<file path="src/logic/rob_pkg.sv">
package rob_pkg;

  // datapath widths.
  localparam int word_width = 16;
  localparam int pc_width = 8;
  localparam int reg_width = 3;

  // reorder buffer sizing.
  localparam int rob_depth = 8;
  localparam int tag_width = $clog2(rob_depth);
  localparam int count_width = $clog2(rob_depth + 1);

  // free entries kept in reserve for instructions still on their way to allocation.
  localparam int full_margin = 3;

  // number of register stages in the multiplier.
  localparam int mul_latency = 3;

  typedef logic [word_width-1:0] word_t;
  typedef logic [pc_width-1:0] pc_t;
  typedef logic [reg_width-1:0] reg_t;
  typedef logic [tag_width-1:0] tag_t;
  typedef logic [count_width-1:0] count_t;

  typedef enum logic [1:0] {
    op_add,
    op_sub,
    op_mul,
    op_beq
  } op_e;

  typedef enum logic [1:0] {
    st_free,
    st_waiting,
    st_done
  } entry_state_e;

endpackage

</file>
<file path="src/logic/issue_stage.sv">
module issue_stage (
  input  logic             global_bus,
  input  logic             rst,
  input  logic             flush,
  input  logic             in_valid,
  input  rob_pkg::op_e     in_op,
  input  rob_pkg::pc_t     in_pc,
  input  rob_pkg::reg_t    in_rd,
  input  rob_pkg::word_t   in_a,
  input  rob_pkg::word_t   in_b,
  input  rob_pkg::pc_t     in_target,
  input  rob_pkg::tag_t    alloc_tag,
  output logic             alloc_valid,
  output rob_pkg::pc_t     alloc_pc,
  output rob_pkg::reg_t    alloc_rd,
  output logic             alu_valid,
  output logic             mul_valid,
  output rob_pkg::op_e     disp_op,
  output rob_pkg::word_t   disp_a,
  output rob_pkg::word_t   disp_b,
  output rob_pkg::pc_t     disp_target,
  output rob_pkg::tag_t    disp_tag
);

  logic           valid_q;
  rob_pkg::op_e   op_q;
  rob_pkg::pc_t   pc_q;
  rob_pkg::reg_t  rd_q;
  rob_pkg::word_t a_q;
  rob_pkg::word_t b_q;
  rob_pkg::pc_t   target_q;

  // an instruction sampled during a flush belongs to the squashed path.
  always_ff @(posedge global_bus) begin
    if (rst || flush) begin
      valid_q <= 1'b0;
    end else begin
      valid_q <= in_valid;
    end
  end

  always_ff @(posedge global_bus) begin
    if (in_valid) begin
      op_q     <= in_op;
      pc_q     <= in_pc;
      rd_q     <= (in_op == rob_pkg::op_beq) ? '0 : in_rd;
      a_q      <= in_a;
      b_q      <= in_b;
      target_q <= in_target;
    end
  end

  assign alloc_valid = valid_q;
  assign alloc_pc    = pc_q;
  assign alloc_rd    = rd_q;

  // route by opcode, only the multiply goes to the slow unit.
  assign alu_valid   = valid_q && (op_q != rob_pkg::op_mul);
  assign mul_valid   = valid_q && (op_q == rob_pkg::op_mul);

  assign disp_op     = op_q;
  assign disp_a      = a_q;
  assign disp_b      = b_q;
  assign disp_target = target_q;

  // tag is the tail the buffer allocates this cycle.
  assign disp_tag    = alloc_tag;

endmodule

</file>
<file path="src/logic/alu_unit.sv">
module alu_unit (
  input  logic            global_bus,
  input  logic            rst,
  input  logic            flush,
  input  logic            alu_valid,
  input  rob_pkg::op_e    disp_op,
  input  rob_pkg::word_t  disp_a,
  input  rob_pkg::word_t  disp_b,
  input  rob_pkg::tag_t   disp_tag,
  output logic            alu_wb_valid,
  output rob_pkg::tag_t   alu_wb_tag,
  output rob_pkg::word_t  alu_wb_value,
  output logic            alu_wb_taken
);

  rob_pkg::word_t result;
  logic           taken;

  always_comb begin
    result = '0;
    taken  = 1'b0;
    case (disp_op)
      rob_pkg::op_add: result = disp_a + disp_b;
      rob_pkg::op_sub: result = disp_a - disp_b;
      // branches write no register, so the value stays zero.
      rob_pkg::op_beq: taken = (disp_a == disp_b);
      default: result = '0;
    endcase
  end

  always_ff @(posedge global_bus) begin
    if (rst || flush) begin
      alu_wb_valid <= 1'b0;
    end else begin
      alu_wb_valid <= alu_valid;
    end
  end

  always_ff @(posedge global_bus) begin
    alu_wb_tag   <= disp_tag;
    alu_wb_value <= result;
    alu_wb_taken <= taken;
  end

endmodule

</file>
<file path="src/logic/mul_unit.sv">
module mul_unit (
  input  logic            global_bus,
  input  logic            rst,
  input  logic            flush,
  input  logic            mul_valid,
  input  rob_pkg::word_t  disp_a,
  input  rob_pkg::word_t  disp_b,
  input  rob_pkg::tag_t   disp_tag,
  output logic            mul_wb_valid,
  output rob_pkg::tag_t   mul_wb_tag,
  output rob_pkg::word_t  mul_wb_value
);

  logic [rob_pkg::mul_latency-1:0] valid_q;
  rob_pkg::tag_t                   tag_q [rob_pkg::mul_latency];

  // stage 1 holds the two byte-wide partial products.
  rob_pkg::word_t pp_lo_q;
  logic [7:0]     pp_hi_q;
  // stage 2 holds the summed product, stage 3 the result.
  rob_pkg::word_t sum_q;
  rob_pkg::word_t prod_q;

  always_ff @(posedge global_bus) begin
    if (rst || flush) begin
      valid_q <= '0;
    end else begin
      valid_q <= {valid_q[rob_pkg::mul_latency-2:0], mul_valid};
    end
  end

  always_ff @(posedge global_bus) begin
    tag_q[0] <= disp_tag;
    for (int i = 1; i < rob_pkg::mul_latency; i++) begin
      tag_q[i] <= tag_q[i-1];
    end
  end

  // only the low 16 bits of the product are kept, so the upper partial needs 8.
  always_ff @(posedge global_bus) begin
    pp_lo_q <= disp_a * disp_b[7:0];
    pp_hi_q <= disp_a[7:0] * disp_b[15:8];
    sum_q   <= pp_lo_q + {pp_hi_q, 8'h00};
    prod_q  <= sum_q;
  end

  assign mul_wb_valid = valid_q[rob_pkg::mul_latency-1];
  assign mul_wb_tag   = tag_q[rob_pkg::mul_latency-1];
  assign mul_wb_value = prod_q;

endmodule

</file>
<file path="src/logic/reorder_buffer.sv">
module reorder_buffer (
  input  logic            global_bus,
  input  logic            rst,
  input  logic            flush,
  input  logic            alloc_valid,
  input  rob_pkg::pc_t    alloc_pc,
  input  rob_pkg::reg_t   alloc_rd,
  input  rob_pkg::pc_t    disp_target,
  output rob_pkg::tag_t   alloc_tag,
  input  logic            alu_wb_valid,
  input  rob_pkg::tag_t   alu_wb_tag,
  input  rob_pkg::word_t  alu_wb_value,
  input  logic            alu_wb_taken,
  input  logic            mul_wb_valid,
  input  rob_pkg::tag_t   mul_wb_tag,
  input  rob_pkg::word_t  mul_wb_value,
  output logic            full,
  output logic            retire_valid,
  output rob_pkg::pc_t    retire_pc,
  output rob_pkg::reg_t   retire_rd,
  output rob_pkg::word_t  retire_value,
  output logic            retire_taken,
  output rob_pkg::pc_t    retire_target
);

  rob_pkg::entry_state_e state  [rob_pkg::rob_depth];
  rob_pkg::pc_t          pc     [rob_pkg::rob_depth];
  rob_pkg::reg_t         rd     [rob_pkg::rob_depth];
  rob_pkg::word_t        value  [rob_pkg::rob_depth];
  logic                  taken  [rob_pkg::rob_depth];
  rob_pkg::pc_t          target [rob_pkg::rob_depth];

  rob_pkg::tag_t   head;
  rob_pkg::tag_t   tail;
  rob_pkg::count_t count;

  assign alloc_tag = tail;

  // the head leaves as soon as its result is in.
  assign retire_valid  = (state[head] == rob_pkg::st_done) && !flush;
  assign retire_pc     = pc[head];
  assign retire_rd     = rd[head];
  assign retire_value  = value[head];
  assign retire_taken  = taken[head];
  assign retire_target = target[head];

  // keep room for the instructions still between the input port and allocation.
  assign full = (count > rob_pkg::count_t'(rob_pkg::rob_depth - rob_pkg::full_margin));

  always_ff @(posedge global_bus) begin
    if (rst || flush) begin
      head  <= '0;
      tail  <= '0;
      count <= '0;
      for (int i = 0; i < rob_pkg::rob_depth; i++) begin
        state[i] <= rob_pkg::st_free;
      end
    end else begin
      if (alloc_valid) begin
        state[tail] <= rob_pkg::st_waiting;
        tail        <= tail + 1'b1;
      end
      // both units may write back in one cycle, always to different tags.
      if (alu_wb_valid) begin
        state[alu_wb_tag] <= rob_pkg::st_done;
      end
      if (mul_wb_valid) begin
        state[mul_wb_tag] <= rob_pkg::st_done;
      end
      if (retire_valid) begin
        state[head] <= rob_pkg::st_free;
        head        <= head + 1'b1;
      end
      if (alloc_valid && !retire_valid) begin
        count <= count + 1'b1;
      end else if (!alloc_valid && retire_valid) begin
        count <= count - 1'b1;
      end
    end
  end

  always_ff @(posedge global_bus) begin
    if (alloc_valid) begin
      pc[tail]     <= alloc_pc;
      rd[tail]     <= alloc_rd;
      target[tail] <= disp_target;
    end
    if (alu_wb_valid) begin
      value[alu_wb_tag] <= alu_wb_value;
      taken[alu_wb_tag] <= alu_wb_taken;
    end
    if (mul_wb_valid) begin
      value[mul_wb_tag] <= mul_wb_value;
      taken[mul_wb_tag] <= 1'b0;
    end
  end

endmodule

</file>
<file path="src/logic/commit_stage.sv">
module commit_stage (
  input  logic            global_bus,
  input  logic            rst,
  input  logic            retire_valid,
  input  rob_pkg::pc_t    retire_pc,
  input  rob_pkg::reg_t   retire_rd,
  input  rob_pkg::word_t  retire_value,
  input  logic            retire_taken,
  input  rob_pkg::pc_t    retire_target,
  output logic            commit_valid,
  output rob_pkg::pc_t    commit_pc,
  output rob_pkg::reg_t   commit_rd,
  output rob_pkg::word_t  commit_value,
  output logic            redirect_valid,
  output rob_pkg::pc_t    redirect_pc,
  output logic            flush
);

  // a taken branch was predicted not-taken, so it always redirects.
  logic mispredict;

  assign mispredict = retire_valid && retire_taken;

  always_ff @(posedge global_bus) begin
    if (rst) begin
      commit_valid   <= 1'b0;
      redirect_valid <= 1'b0;
    end else begin
      commit_valid   <= retire_valid;
      redirect_valid <= mispredict;
    end
  end

  // branches already carry rd 0 and value 0 from issue and the alu.
  always_ff @(posedge global_bus) begin
    commit_pc    <= retire_pc;
    commit_rd    <= retire_rd;
    commit_value <= retire_value;
    redirect_pc  <= retire_target;
  end

  // the buffer shows no retire while this is high, so a redirect lasts one cycle.
  assign flush = redirect_valid;

endmodule

</file>
<file path="src/logic/ooo_core_top.sv">
module ooo_core_top (
  input  logic            global_bus,
  input  logic            rst,
  input  logic            in_valid,
  input  rob_pkg::op_e    in_op,
  input  rob_pkg::pc_t    in_pc,
  input  rob_pkg::reg_t   in_rd,
  input  rob_pkg::word_t  in_a,
  input  rob_pkg::word_t  in_b,
  input  rob_pkg::pc_t    in_target,
  output logic            full,
  output logic            commit_valid,
  output rob_pkg::pc_t    commit_pc,
  output rob_pkg::reg_t   commit_rd,
  output rob_pkg::word_t  commit_value,
  output logic            redirect_valid,
  output rob_pkg::pc_t    redirect_pc
);

  logic           flush;
  logic           alloc_valid;
  rob_pkg::pc_t   alloc_pc;
  rob_pkg::reg_t  alloc_rd;
  rob_pkg::tag_t  alloc_tag;
  logic           alu_valid;
  logic           mul_valid;
  rob_pkg::op_e   disp_op;
  rob_pkg::word_t disp_a;
  rob_pkg::word_t disp_b;
  rob_pkg::pc_t   disp_target;
  rob_pkg::tag_t  disp_tag;
  logic           alu_wb_valid;
  rob_pkg::tag_t  alu_wb_tag;
  rob_pkg::word_t alu_wb_value;
  logic           alu_wb_taken;
  logic           mul_wb_valid;
  rob_pkg::tag_t  mul_wb_tag;
  rob_pkg::word_t mul_wb_value;
  logic           retire_valid;
  rob_pkg::pc_t   retire_pc;
  rob_pkg::reg_t  retire_rd;
  rob_pkg::word_t retire_value;
  logic           retire_taken;
  rob_pkg::pc_t   retire_target;

  issue_stage issue_stage_i (
    .global_bus  (global_bus),
    .rst         (rst),
    .flush       (flush),
    .in_valid    (in_valid),
    .in_op       (in_op),
    .in_pc       (in_pc),
    .in_rd       (in_rd),
    .in_a        (in_a),
    .in_b        (in_b),
    .in_target   (in_target),
    .alloc_tag   (alloc_tag),
    .alloc_valid (alloc_valid),
    .alloc_pc    (alloc_pc),
    .alloc_rd    (alloc_rd),
    .alu_valid   (alu_valid),
    .mul_valid   (mul_valid),
    .disp_op     (disp_op),
    .disp_a      (disp_a),
    .disp_b      (disp_b),
    .disp_target (disp_target),
    .disp_tag    (disp_tag)
  );

  alu_unit alu_unit_i (
    .global_bus   (global_bus),
    .rst          (rst),
    .flush        (flush),
    .alu_valid    (alu_valid),
    .disp_op      (disp_op),
    .disp_a       (disp_a),
    .disp_b       (disp_b),
    .disp_tag     (disp_tag),
    .alu_wb_valid (alu_wb_valid),
    .alu_wb_tag   (alu_wb_tag),
    .alu_wb_value (alu_wb_value),
    .alu_wb_taken (alu_wb_taken)
  );

  mul_unit mul_unit_i (
    .global_bus   (global_bus),
    .rst          (rst),
    .flush        (flush),
    .mul_valid    (mul_valid),
    .disp_a       (disp_a),
    .disp_b       (disp_b),
    .disp_tag     (disp_tag),
    .mul_wb_valid (mul_wb_valid),
    .mul_wb_tag   (mul_wb_tag),
    .mul_wb_value (mul_wb_value)
  );

  reorder_buffer reorder_buffer_i (
    .global_bus    (global_bus),
    .rst           (rst),
    .flush         (flush),
    .alloc_valid   (alloc_valid),
    .alloc_pc      (alloc_pc),
    .alloc_rd      (alloc_rd),
    .disp_target   (disp_target),
    .alloc_tag     (alloc_tag),
    .alu_wb_valid  (alu_wb_valid),
    .alu_wb_tag    (alu_wb_tag),
    .alu_wb_value  (alu_wb_value),
    .alu_wb_taken  (alu_wb_taken),
    .mul_wb_valid  (mul_wb_valid),
    .mul_wb_tag    (mul_wb_tag),
    .mul_wb_value  (mul_wb_value),
    .full          (full),
    .retire_valid  (retire_valid),
    .retire_pc     (retire_pc),
    .retire_rd     (retire_rd),
    .retire_value  (retire_value),
    .retire_taken  (retire_taken),
    .retire_target (retire_target)
  );

  commit_stage commit_stage_i (
    .global_bus     (global_bus),
    .rst            (rst),
    .retire_valid   (retire_valid),
    .retire_pc      (retire_pc),
    .retire_rd      (retire_rd),
    .retire_value   (retire_value),
    .retire_taken   (retire_taken),
    .retire_target  (retire_target),
    .commit_valid   (commit_valid),
    .commit_pc      (commit_pc),
    .commit_rd      (commit_rd),
    .commit_value   (commit_value),
    .redirect_valid (redirect_valid),
    .redirect_pc    (redirect_pc),
    .flush          (flush)
  );

endmodule

</file>
<file path="config.mk">
export PLATFORM = sky130hd
export DESIGN_NAME = ooo_core_top
export DESIGN_NICKNAME = d
export VERILOG_FILES = /design/src/logic/rob_pkg.sv /design/src/logic/issue_stage.sv /design/src/logic/alu_unit.sv /design/src/logic/mul_unit.sv /design/src/logic/reorder_buffer.sv /design/src/logic/commit_stage.sv /design/src/logic/ooo_core_top.sv
export SDC_FILE = /design/constraint.sdc
export NUM_CORES = 1
export LEC_CHECK = 0
export BUFFER_PORTS_ARGS = -buffer_cell sky130_fd_sc_hd__buf_2
export CELL_PAD_IN_SITES_DETAIL_PLACEMENT = 0
export CELL_PAD_IN_SITES_GLOBAL_PLACEMENT = 1
export CORE_ASPECT_RATIO = 1.5
export CORE_MARGIN = 3
export CORE_UTILIZATION = 47
export CTS_CLUSTER_SIZE = 28
export DETAILED_ROUTE_END_ITERATION = 10
export GPL_TIMING_DRIVEN = 0
export PLACE_DENSITY_LB_ADDON = 0.1
export SKIP_LAST_GASP = 1
export SYNTH_ARGS = -nofsm -noshare
export SYNTH_HDL_FRONTEND = slang
export SYNTH_HIERARCHICAL = 1
export SYNTH_SLANG_ARGS = --single-unit
</file>
<file path="constraint.sdc">
create_clock -name global_bus -period 4 [get_ports global_bus]
set_input_delay 0.4 -clock global_bus [delete_from_list [all_inputs] [get_ports global_bus]]
set_output_delay 0.4 -clock global_bus [all_outputs]
set_load 0.005 [all_outputs]
</file>
Yosys cells after proc, flatten, opt, wreduce, memory -nomap -nowiden. Memory sizes are Yosys's and may differ from the RTL's. A register that Yosys moved wholly into a read port is not among the register bits. Cells that the tools add are included.

Register bits: 146. RAM bits: 313. Input bits: 56. Output and inout bits: 38. Memories: 7.

Memory list: reorder_buffer_i.value (words 8, bits a word 16, rd ports 1, clocked after Yosys merged registers in 1, wr ports 2, RTL line reorder_buffer.sv:29) `rob_pkg::word_t value [rob_pkg::rob_depth];`; reorder_buffer_i.pc (words 8, bits a word 8, rd ports 1, clocked after Yosys merged registers in 1, wr ports 1, RTL line reorder_buffer.sv:27) `rob_pkg::pc_t pc [rob_pkg::rob_depth];`; reorder_buffer_i.target (words 8, bits a word 8, rd ports 1, clocked after Yosys merged registers in 1, wr ports 1, RTL line reorder_buffer.sv:31) `rob_pkg::pc_t target [rob_pkg::rob_depth];`; reorder_buffer_i.rd (words 8, bits a word 3, rd ports 1, clocked after Yosys merged registers in 1, wr ports 1, RTL line reorder_buffer.sv:28) `rob_pkg::reg_t rd [rob_pkg::rob_depth];`; reorder_buffer_i.state (words 8, bits a word 2, rd ports 1, clocked after Yosys merged registers in 1, wr ports 8, RTL line reorder_buffer.sv:26) `rob_pkg::entry_state_e state [rob_pkg::rob_depth];`; mul_unit_i.tag_q (words 3, bits a word 3, rd ports 3, clocked after Yosys merged registers in 0, wr ports 3, RTL line mul_unit.sv:15) `rob_pkg::tag_t tag_q [rob_pkg::mul_latency];`; +1 memories.

$add $sub $neg: 7. Multipliers: 2. Magnitude comparators: 1. Eq/ne operators: 7. Mux-type cells: 36. Reductions and logical operators: 16.

Operators by type and width (count): adder 16 bit (2); one-hot mux 16 bit (2 select lines) (1); 2-to-1 mux 3 bit (8); 2-to-1 mux 1 bit (21); == test 16 bit (1); multiplier 16 x 8 -> 16 bit (1); subtractor 16 bit (1); == test 2 bit (second input constant) (4); multiplier 8 x 8 -> 8 bit (1); 2-to-1 mux 2 bit (4); 2-to-1 mux 4 bit (2); OR reduction 2 bit (4); adder 3 x 1 -> 3 bit (second input constant) (2); logical AND 1 bit (6); adder 4 x 1 -> 4 bit (second input constant) (1); > comparator 4 x 3 -> 1 bit (second input constant) (1); subtractor 4 x 1 -> 4 bit (second input constant) (1); logical NOT 1 bit (3); == test 2 x 1 -> 1 bit (second input constant) (1); logical NOT 2 bit (1); inequality test 2 bit (second input constant) (1); nonzero test 2 bit (1); logical OR 1 bit (1).

Logic depth before layout (Yosys ltp). Gate-level depths: netlist (run 1).

Depth after elaboration: 7. Mapped depth: 17.

By module. The synthesis (run 1) kept the hierarchy.

By module, submodules not included: reorder_buffer (instances 1, cells each 902, area an instance 14127.3 um^2, seq. area each 9148.8 um^2); mul_unit (instances 1, cells each 554, area an instance 5352.6 um^2, seq. area each 1361.3 um^2); alu_unit (instances 1, cells each 262, area an instance 2055.7 um^2, seq. area each 420.4 um^2); issue_stage (instances 1, cells each 65, area an instance 1686.6 um^2, seq. area each 1611.5 um^2); commit_stage (instances 1, cells each 40, area an instance 763.2 um^2, seq. area each 740.7 um^2).

Least setup slack after synthesis (run 1). No wires, ideal clock.

Path type: flip-flop to flip-flop. From: register issue_stage_i.a_q[1] (netlist: issue_stage_i/disp_a[1]). To: register mul_unit_i.pp_lo_q[15]. Arrival time: 3.982 ns. Setup slack: -0.103 ns. Cell stages (with the launch flop): 14. Path buffers: 1. Clock period less this slack: 4.103 ns. Path through: edfxtp_1 clkbuf_1 and2_2 fa_1 fa_1 fa_1 inv_1 fa_1 inv_1 ha_1 or2_2 o31ai_1 a31oi_1 xnor2_1.

Word-level cells in the longest chain between the ends: 1.

Ends and longest elaborated chain: from (decl) (RTL line issue_stage.sv:29) `rob_pkg::word_t a_q;`; from (signal assigned) (RTL line issue_stage.sv:47) `a_q <= in_a;`; multiplier 16 x 8 -> 16 bit (RTL line mul_unit.sv:41) `pp_lo_q <= disp_a * disp_b[7:0];`; to (signal assigned) (RTL line mul_unit.sv:41); to (decl) (RTL line mul_unit.sv:18) `rob_pkg::word_t pp_lo_q;`.

Every way passes these cells. A chain may end at the register's enable or synchronous reset.

Worst setup path in the final report (run 1).
From: register issue_stage_i.a_q[2] (netlist: issue_stage_i/disp_a[2]). To: register mul_unit_i.pp_lo_q[14].

The elaborated chain is that of the path after synthesis.

==> reports/results.ini, run 1 <==
[floorplanning]
design.die.area_um2 = 53800
chipWidth_um = 190
ios = 94
core_footprint_um2 = 50000
placement_rows = 100
fp.dieH_um = 283
initial_core_util_pct = 47.9

[yosys]
synth-async-reset-ratio_pct = 0
synthesis.instances = 1823
yosys.cell_count.top_type = sky130_fd_sc_hd__edfxtp_1
yosys_most_used_dff = sky130_fd_sc_hd__edfxtp_1
synthDistinctLibCells = 73
syn_nets = 2038
synth_top_area_share_pct = 41.7
synth_warnings = 6
synth_common_cells = sky130_fd_sc_hd__edfxtp_1, sky130_fd_sc_hd__nand2_1, sky130_fd_sc_hd__dfxtp_1
synth_area_leaders = sky130_fd_sc_hd__edfxtp_1, sky130_fd_sc_hd__dfxtp_1, sky130_fd_sc_hd__mux4_2
synth-edff-count = 333
library_cell_with_the_largest_summed_area_after_synthesis = sky130_fd_sc_hd__edfxtp_1
syn_area_per_cell_um2 = 13.2
synth-seq-area-share_pct = 55.4
ys_ff_latch = 497
post_synth_instance_area_um2 = 24000

[power]
pwr-share-clk_pct = 30.6
static-leakage-power_nw = 11.2
power_density_normalized_to_cell_area_nw_per_um2 = 566
p_int_mw = 11.3
power.share.sequential_pct = 40.0
power.share.combinational_pct = 29.4
power.switching_fraction_pct = 29.9
net-switching-power_mw = 4.79
ir_worst_vdd_v = 0.000451

[finish]
final_util_pct = 56.6
n_fill_cell = 4189
drive_above_1_share_pct = 25.6
layout-area-overhead-vs-synth_pct = 18.1
design.final.nets = 2285
final-instance-count-excl-fill = 2773

[worst_hold_path]
hold_path_class = input port to flip-flop

[place]
dpl.cell_count = 2579
portBuffers = 93
hpwl_mm = 43.4
gp_routability_congestion = 0.902

[global_routing]
vias_in_the_first_global_route = 15800
grt_first_pass_wirelength_mm = 95.4
grt.total_usage_pct = 24.0
grt_start_max_net_pins = 55
antenna_violations_before_repair = 0
overflow = 0

[timing]
report.final.hold_viol_count = 0
timing_worst_slew_pin_value_ps = 1330
fin_crit_ps = 4160
finalCritPeriodShare_pct = 104
setup_viol = 7
slew_violations = 0
achievable-frequency_mhz = 241
min_setup_slack_post_route_ps = -155
finalHoldWorstSlack_ps = 135
finClkSkew_ps = 17.4
max-slew-margin-rel_pct = 11.2
rsz0062_at_grt = true
timing.setup.tns_ps = -662

[clock_tree]
max-clock-path-buffers = 3
tritoncts_clock_tree = yes
clk-insertion-delay-late_ps = 580
clockRootBuffer = sky130_fd_sc_hd__clkbuf_16
ctsHtreeMaxLevel = 2
cts_made_buffers = 48
cts.sink_count = 497
clkTransAtPathRegs_ps = 60

[outcome]
violations_in_the_final_reports = setup timing
result_of_the_run = complete, but fails checks

[critical_path]
path_class = flip-flop to flip-flop
worst_ep_arrival_time_ps = 4620
cp-end-kind = flip-flop
cp_slowest_cell = sky130_fd_sc_hd__fa_1
timing.critical_path.cells = clkbuf_8, buf_6, nand2_4, fa_1, fa_1, fa_1, fa_1, inv_2, ha_4, o21a_1, o21ai_2, a211oi_2, o211ai_1, xnor2_1
cp_max_fo = 4
crit_path_frequent_cell = sky130_fd_sc_hd__fa_1
crit_required_ps = 4460
critPathMaxStageDelay_ps = 600
critPathLaunchType = flip-flop

[route]
remaining_drc_errors = 0
first_iter_violations = 755
drt-vias-per-instance = 5.30
detailroute.via_count = 14700
ant_nets = 0
routed_wl_mm = 62.8
drt_pre_antenna_iters = 5
wire_per_inst_um = 22.7

[job]
drv_cap = 0

==> layout make-up <==
class                           instances  area, um^2  share of cell area (%)
Clock inverter                         30         422                    1.49
Tap cell                              663         830                    2.93
Buffer                                 78         527                    1.86
Inverter                              145         544                    1.92
Antenna cell                            1        2.50                 0.00883
Clock buffer                           59        1300                    4.60
Timing Repair Buffer                  198        1430                    5.04
Sequential cell                       497       13300                    46.9
Multi-Input combinational cell       1102        9990                    35.3
==> flip-flops by register name, indices dropped and copies added, names as in the netlist, 24 cells and up, named ones only <==
signal                   count
reorder_buffer_i/rd         24
reorder_buffer_i/pc         64
reorder_buffer_i/value     128
reorder_buffer_i/target     64
==> placed cells by master (no fill, tap or decap), types with 7 or more instances in the layout <==
cell | Yosys | routed
sky130_fd_sc_hd__mux2i_1 | 17 | 17
sky130_fd_sc_hd__dlygate4sd3_1 | 0 | 50
sky130_fd_sc_hd__nand2_1 | 276 | 272
sky130_fd_sc_hd__clkinv_2 | 0 | 8
sky130_fd_sc_hd__buf_2 | 21 | 112
sky130_fd_sc_hd__bufinv_16 | 0 | 9
sky130_fd_sc_hd__and2_1 | 81 | 78
sky130_fd_sc_hd__a21oi_1 | 43 | 37
sky130_fd_sc_hd__mux4_2 | 73 | 73
sky130_fd_sc_hd__inv_2 | 0 | 7
sky130_fd_sc_hd__dfxtp_1 | 164 | 164
sky130_fd_sc_hd__a31oi_1 | 12 | 11
sky130_fd_sc_hd__o211ai_1 | 7 | 7
sky130_fd_sc_hd__buf_6 | 11 | 18
sky130_fd_sc_hd__nor2b_1 | 26 | 25
sky130_fd_sc_hd__mux2_2 | 100 | 100
sky130_fd_sc_hd__inv_1 | 141 | 134
sky130_fd_sc_hd__clkbuf_16 | 0 | 49
sky130_fd_sc_hd__nand3_1 | 10 | 9
sky130_fd_sc_hd__nor3_1 | 11 | 11
sky130_fd_sc_hd__nand2b_1 | 14 | 13
sky130_fd_sc_hd__edfxtp_1 | 333 | 333
sky130_fd_sc_hd__fa_1 | 76 | 70
sky130_fd_sc_hd__ha_4 | 0 | 10
sky130_fd_sc_hd__clkbuf_1 | 33 | 27
sky130_fd_sc_hd__clkbuf_8 | 0 | 8
sky130_fd_sc_hd__buf_4 | 11 | 61
sky130_fd_sc_hd__o21ai_0 | 19 | 18
sky130_fd_sc_hd__xnor2_1 | 46 | 44
sky130_fd_sc_hd__ha_1 | 83 | 73
sky130_fd_sc_hd__a21oi_2 | 3 | 9
sky130_fd_sc_hd__a21o_1 | 10 | 10
sky130_fd_sc_hd__nor2_1 | 67 | 66
sky130_fd_sc_hd__xor2_1 | 14 | 12
==> metal layers <==
metal	global-route usage, %	wire length [um]	share of wire (%)	vias to the layer above
met5	0	0	0	-
met3	2.95	2020	3.2	136
met2	47.9	35400	56	337
met1	24.6	22300	35	7321
li1	-	-	-	6898
met4	11.0	3050	4.9	0
==> path summary, 6_finish.rpt <==
kind,startpoint,to,slack (ps),cells past startpoint
setup reg to reg,issue_stage_i/disp_a[2],mul_unit_i/pp_lo_q[14],-160,14
hold reg to reg,mul_unit_i/sum_q[10],mul_unit_i/mul_wb_value[10],320,0
hold / removal,in_rd[2],issue_stage_i/alloc_rd[2],130,2
setup / recovery,issue_stage_i/disp_a[2],mul_unit_i/pp_lo_q[14],-160,14
==> through the flow <==
stage	total power [mW]	worst slack [ps]	instance area (um^2)
floorplan	9.17	8.96	24000
global route	16.9	-257	28300
finish	16.0	-155	28300
CTS	16.0	-229	28200
detailed placement	10.3	-849	25300
global placement	10.3	-857	25300
==> worst max-delay path, delay by kind of cell, from the launching register on <==
kind	cells	cell delay (ps)
compound gates	4	550
xor+xnor	1	270
fa+ha+maj	5	2320
buf+inv	3	380
flops	1	490
simple gates	1	50
==> power groups by stage <==
| stage | sequential (mW) | combinational (mW) | clock, mW |
|---|---|---|---|
| 4_1_cts | 6.42 | 4.52 | 5.04 |
| 5_1_grt | 6.47 | 5.24 | 5.23 |
| 2_1_floorplan | 6.37 | 2.80 | 0 |
| 6_report | 6.42 | 4.72 | 4.90 |
| 3_3_place_gp | 6.55 | 3.76 | 0 |
| 3_5_place_dp | 6.56 | 3.78 | 0 |
==> logic make-up after synthesis <==
logic type,count (synthesis),synth area share (%)
compound gates,145,4.16
xor+xnor,60,2.19
fa+ha+maj,159,10.7
buf+inv,224,4.14
flops,497,55.4
mux,192,12.4
simple gates,546,11.1
==> what timing repair did <==
action                                  in CTS  in global routing
hold buffers                                50                  0
setup buffers                               43                 12
pin swaps                                   36                 30
gates resized for setup                     63                 25
endpoints found under the hold margin       50                  0
endpoints found under the setup margin      10                  9
(Power assumes the default switching activity.)
==> run 2, diff against run 1 <==
- MAX_ROUTING_LAYER: unset -> met4
==> reports/results.ini, run 2 (same netlist as run 1, synthesis figures left out) <==
[outcome]
result_of_the_run = complete, but fails checks
violations_in_the_final_reports = setup timing

[worst_hold_path]
whs_path_depth = 2
hold_path_class = input port to flip-flop

[clock_tree]
clockRootBuffer = sky130_fd_sc_hd__clkbuf_16
clkTransAtPathRegs_ps = 70
cts_made_buffers = 48
clk-insertion-delay-late_ps = 590
cts.sink_count = 497
ctsHtreeMaxLevel = 2
tritoncts_clock_tree = yes
max-clock-path-buffers = 3

[power]
static-leakage-power_nw = 11.2
power_density_normalized_to_cell_area_nw_per_um2 = 557
ir_worst_vdd_v = 0.000466

[finish]
layout.cells.most_common = sky130_fd_sc_hd__edfxtp_1
largest_register_ff_count = 128
most_flops_register = reorder_buffer_i/value
n_fill_cell = 4194
drive_above_1_share_pct = 25.4
multi_input_area_um2 = 9970
design.final.nets = 2295
mostFrequentLayoutCells = sky130_fd_sc_hd__edfxtp_1, sky130_fd_sc_hd__nand2_1, sky130_fd_sc_hd__dfxtp_1, sky130_fd_sc_hd__inv_1, sky130_fd_sc_hd__buf_2
register_area_um2 = 13300
layout-area-overhead-vs-synth_pct = 18.2
top_regs = reorder_buffer_i/value (128), reorder_buffer_i/pc (64), reorder_buffer_i/target (64)

[timing]
min_setup_slack_post_route_ps = -115
finalCritPeriodShare_pct = 103
setup_viol = 4
max-slew-margin-rel_pct = 7.75
finalHoldWorstSlack_ps = 117
achievable-frequency_mhz = 243
fin_crit_ps = 4120
timing_worst_slew_pin_value_ps = 1380
timing.setup.tns_ps = -260
finClkSkew_ps = 19.5
report.final.hold_viol_count = 0
slew_violations = 0
rsz0062_at_grt = true

[critical_path]
cp-end-kind = flip-flop
worst_ep_arrival_time_ps = 4580
cp_max_fo = 3
critPathLaunchType = flip-flop
worstRegToRegCells = 15
crit_required_ps = 4470
cp_slowest_cell = sky130_fd_sc_hd__fa_2
path_class = flip-flop to flip-flop
timing.critical_path.cells = buf_4, and2_1, fa_1, inv_2, fa_1, inv_1, fa_1, inv_2, fa_2, inv_2, ha_4, or2_4, a21oi_2, a31oi_2, xnor2_1
critPathMaxStageDelay_ps = 590

[route]
drt-vias-per-instance = 5.34
drt_pre_antenna_iters = 5
wire_per_inst_um = 22.5
first_iter_violations = 747
detailroute.via_count = 14900
ant_nets = 0
remaining_drc_errors = 0
routed_wl_mm = 62.6

[global_routing]
vias_in_the_first_global_route = 15700
grt.total_usage_pct = 24.6
grt_start_max_net_pins = 55
antenna_violations_before_repair = 0
grt_first_pass_wirelength_mm = 95.0
overflow = 0

[floorplanning]
chipWidth_um = 190
core_footprint_um2 = 50000
placement_rows = 100
design.die.area_um2 = 53800
fp.dieH_um = 283
initial_core_util_pct = 47.9
ios = 94

[place]
portBuffers = 93
hpwl_mm = 43.5
gp_routability_congestion = 0.927

[job]
drv_cap = 0

## run 2: cell count changes in the layout (fill, tap and decap cells not counted), sizes merged
cell      change
buf          +10
clkinv        +6
inv           -3
bufinv        -2
clkbuf        +2
clkinvlp      -2
## run 2: per-stage QoR
step | utilization [%] | std cells | instance area (um^2) | setup WS, ps | power [mW]
finish | 56.7 | 2784 | 28400 | -115 | 15.8
CTS | 56.3 | 2772 | 28200 | -187 | 15.8
global placement | 50.6 | 2579 | 25300 | -848 | 10.3
global route | 56.7 | 2783 | 28400 | -246 | 16.7
floorplan | - | 1823 | 24000 | 8.96 | 9.17
detailed placement | 50.6 | 2579 | 25300 | -831 | 10.3
## run 2: timing repair
| action | in CTS | in global routing |
|---|---|---|
| hold buffers | 50 | 0 |
| setup endpoints to repair | 10 | 10 |
| gates resized for setup | 60 | 26 |
| hold endpoints to repair | 50 | 0 |
| cloned | 0 | 0 |
| setup buffers | 54 | 12 |
| pin swaps | 36 | 28 |
## run 2: path summary, 6_finish.rpt
kind,from,to,slack [ps]
worst max-delay path,issue_stage_i/disp_a[7],mul_unit_i/pp_lo_q[15],-120
worst min-delay path,in_rd[2],issue_stage_i/alloc_rd[2],120
worst max register to register,issue_stage_i/disp_a[7],mul_unit_i/pp_lo_q[15],-120
worst min register to register,mul_unit_i/sum_q[12],mul_unit_i/mul_wb_value[12],330
## run 2: layout make-up
class	count	area share, %
multi-input combinational	1102	35.2
timing repair buffer	209	5.46
clock buffer	61	4.55
tap	663	2.93
inverter	145	1.92
clock inverter	29	1.33
buffer	77	1.80
sequential	497	46.8
antenna	1	0.00882
## run 2: report_power, final
group	internal [mW]	switching [mW]
logic	2.27	2.35
registers	6.01	0.410
clock network	2.77	1.98
total	11.1	4.74
## run 2: critical path, delay by kind of cell (launching register included)
kind	cells	cell delay, ps
compound gates	2	210
fa+ha+maj	5	2420
flops	1	450
xor+xnor	1	130
simple gates	2	400
buf+inv	5	390
## run 2: metal layers
metal | GRT usage (%) | up-vias | wire length (um)
met5 | - | - | 0
met3 | 2.79 | 155 | 2420
li1 | - | 6910 | -
met2 | 47.2 | 415 | 35100
met4 | 11.4 | 0 | 3560
met1 | 24.7 | 7392 | 21600
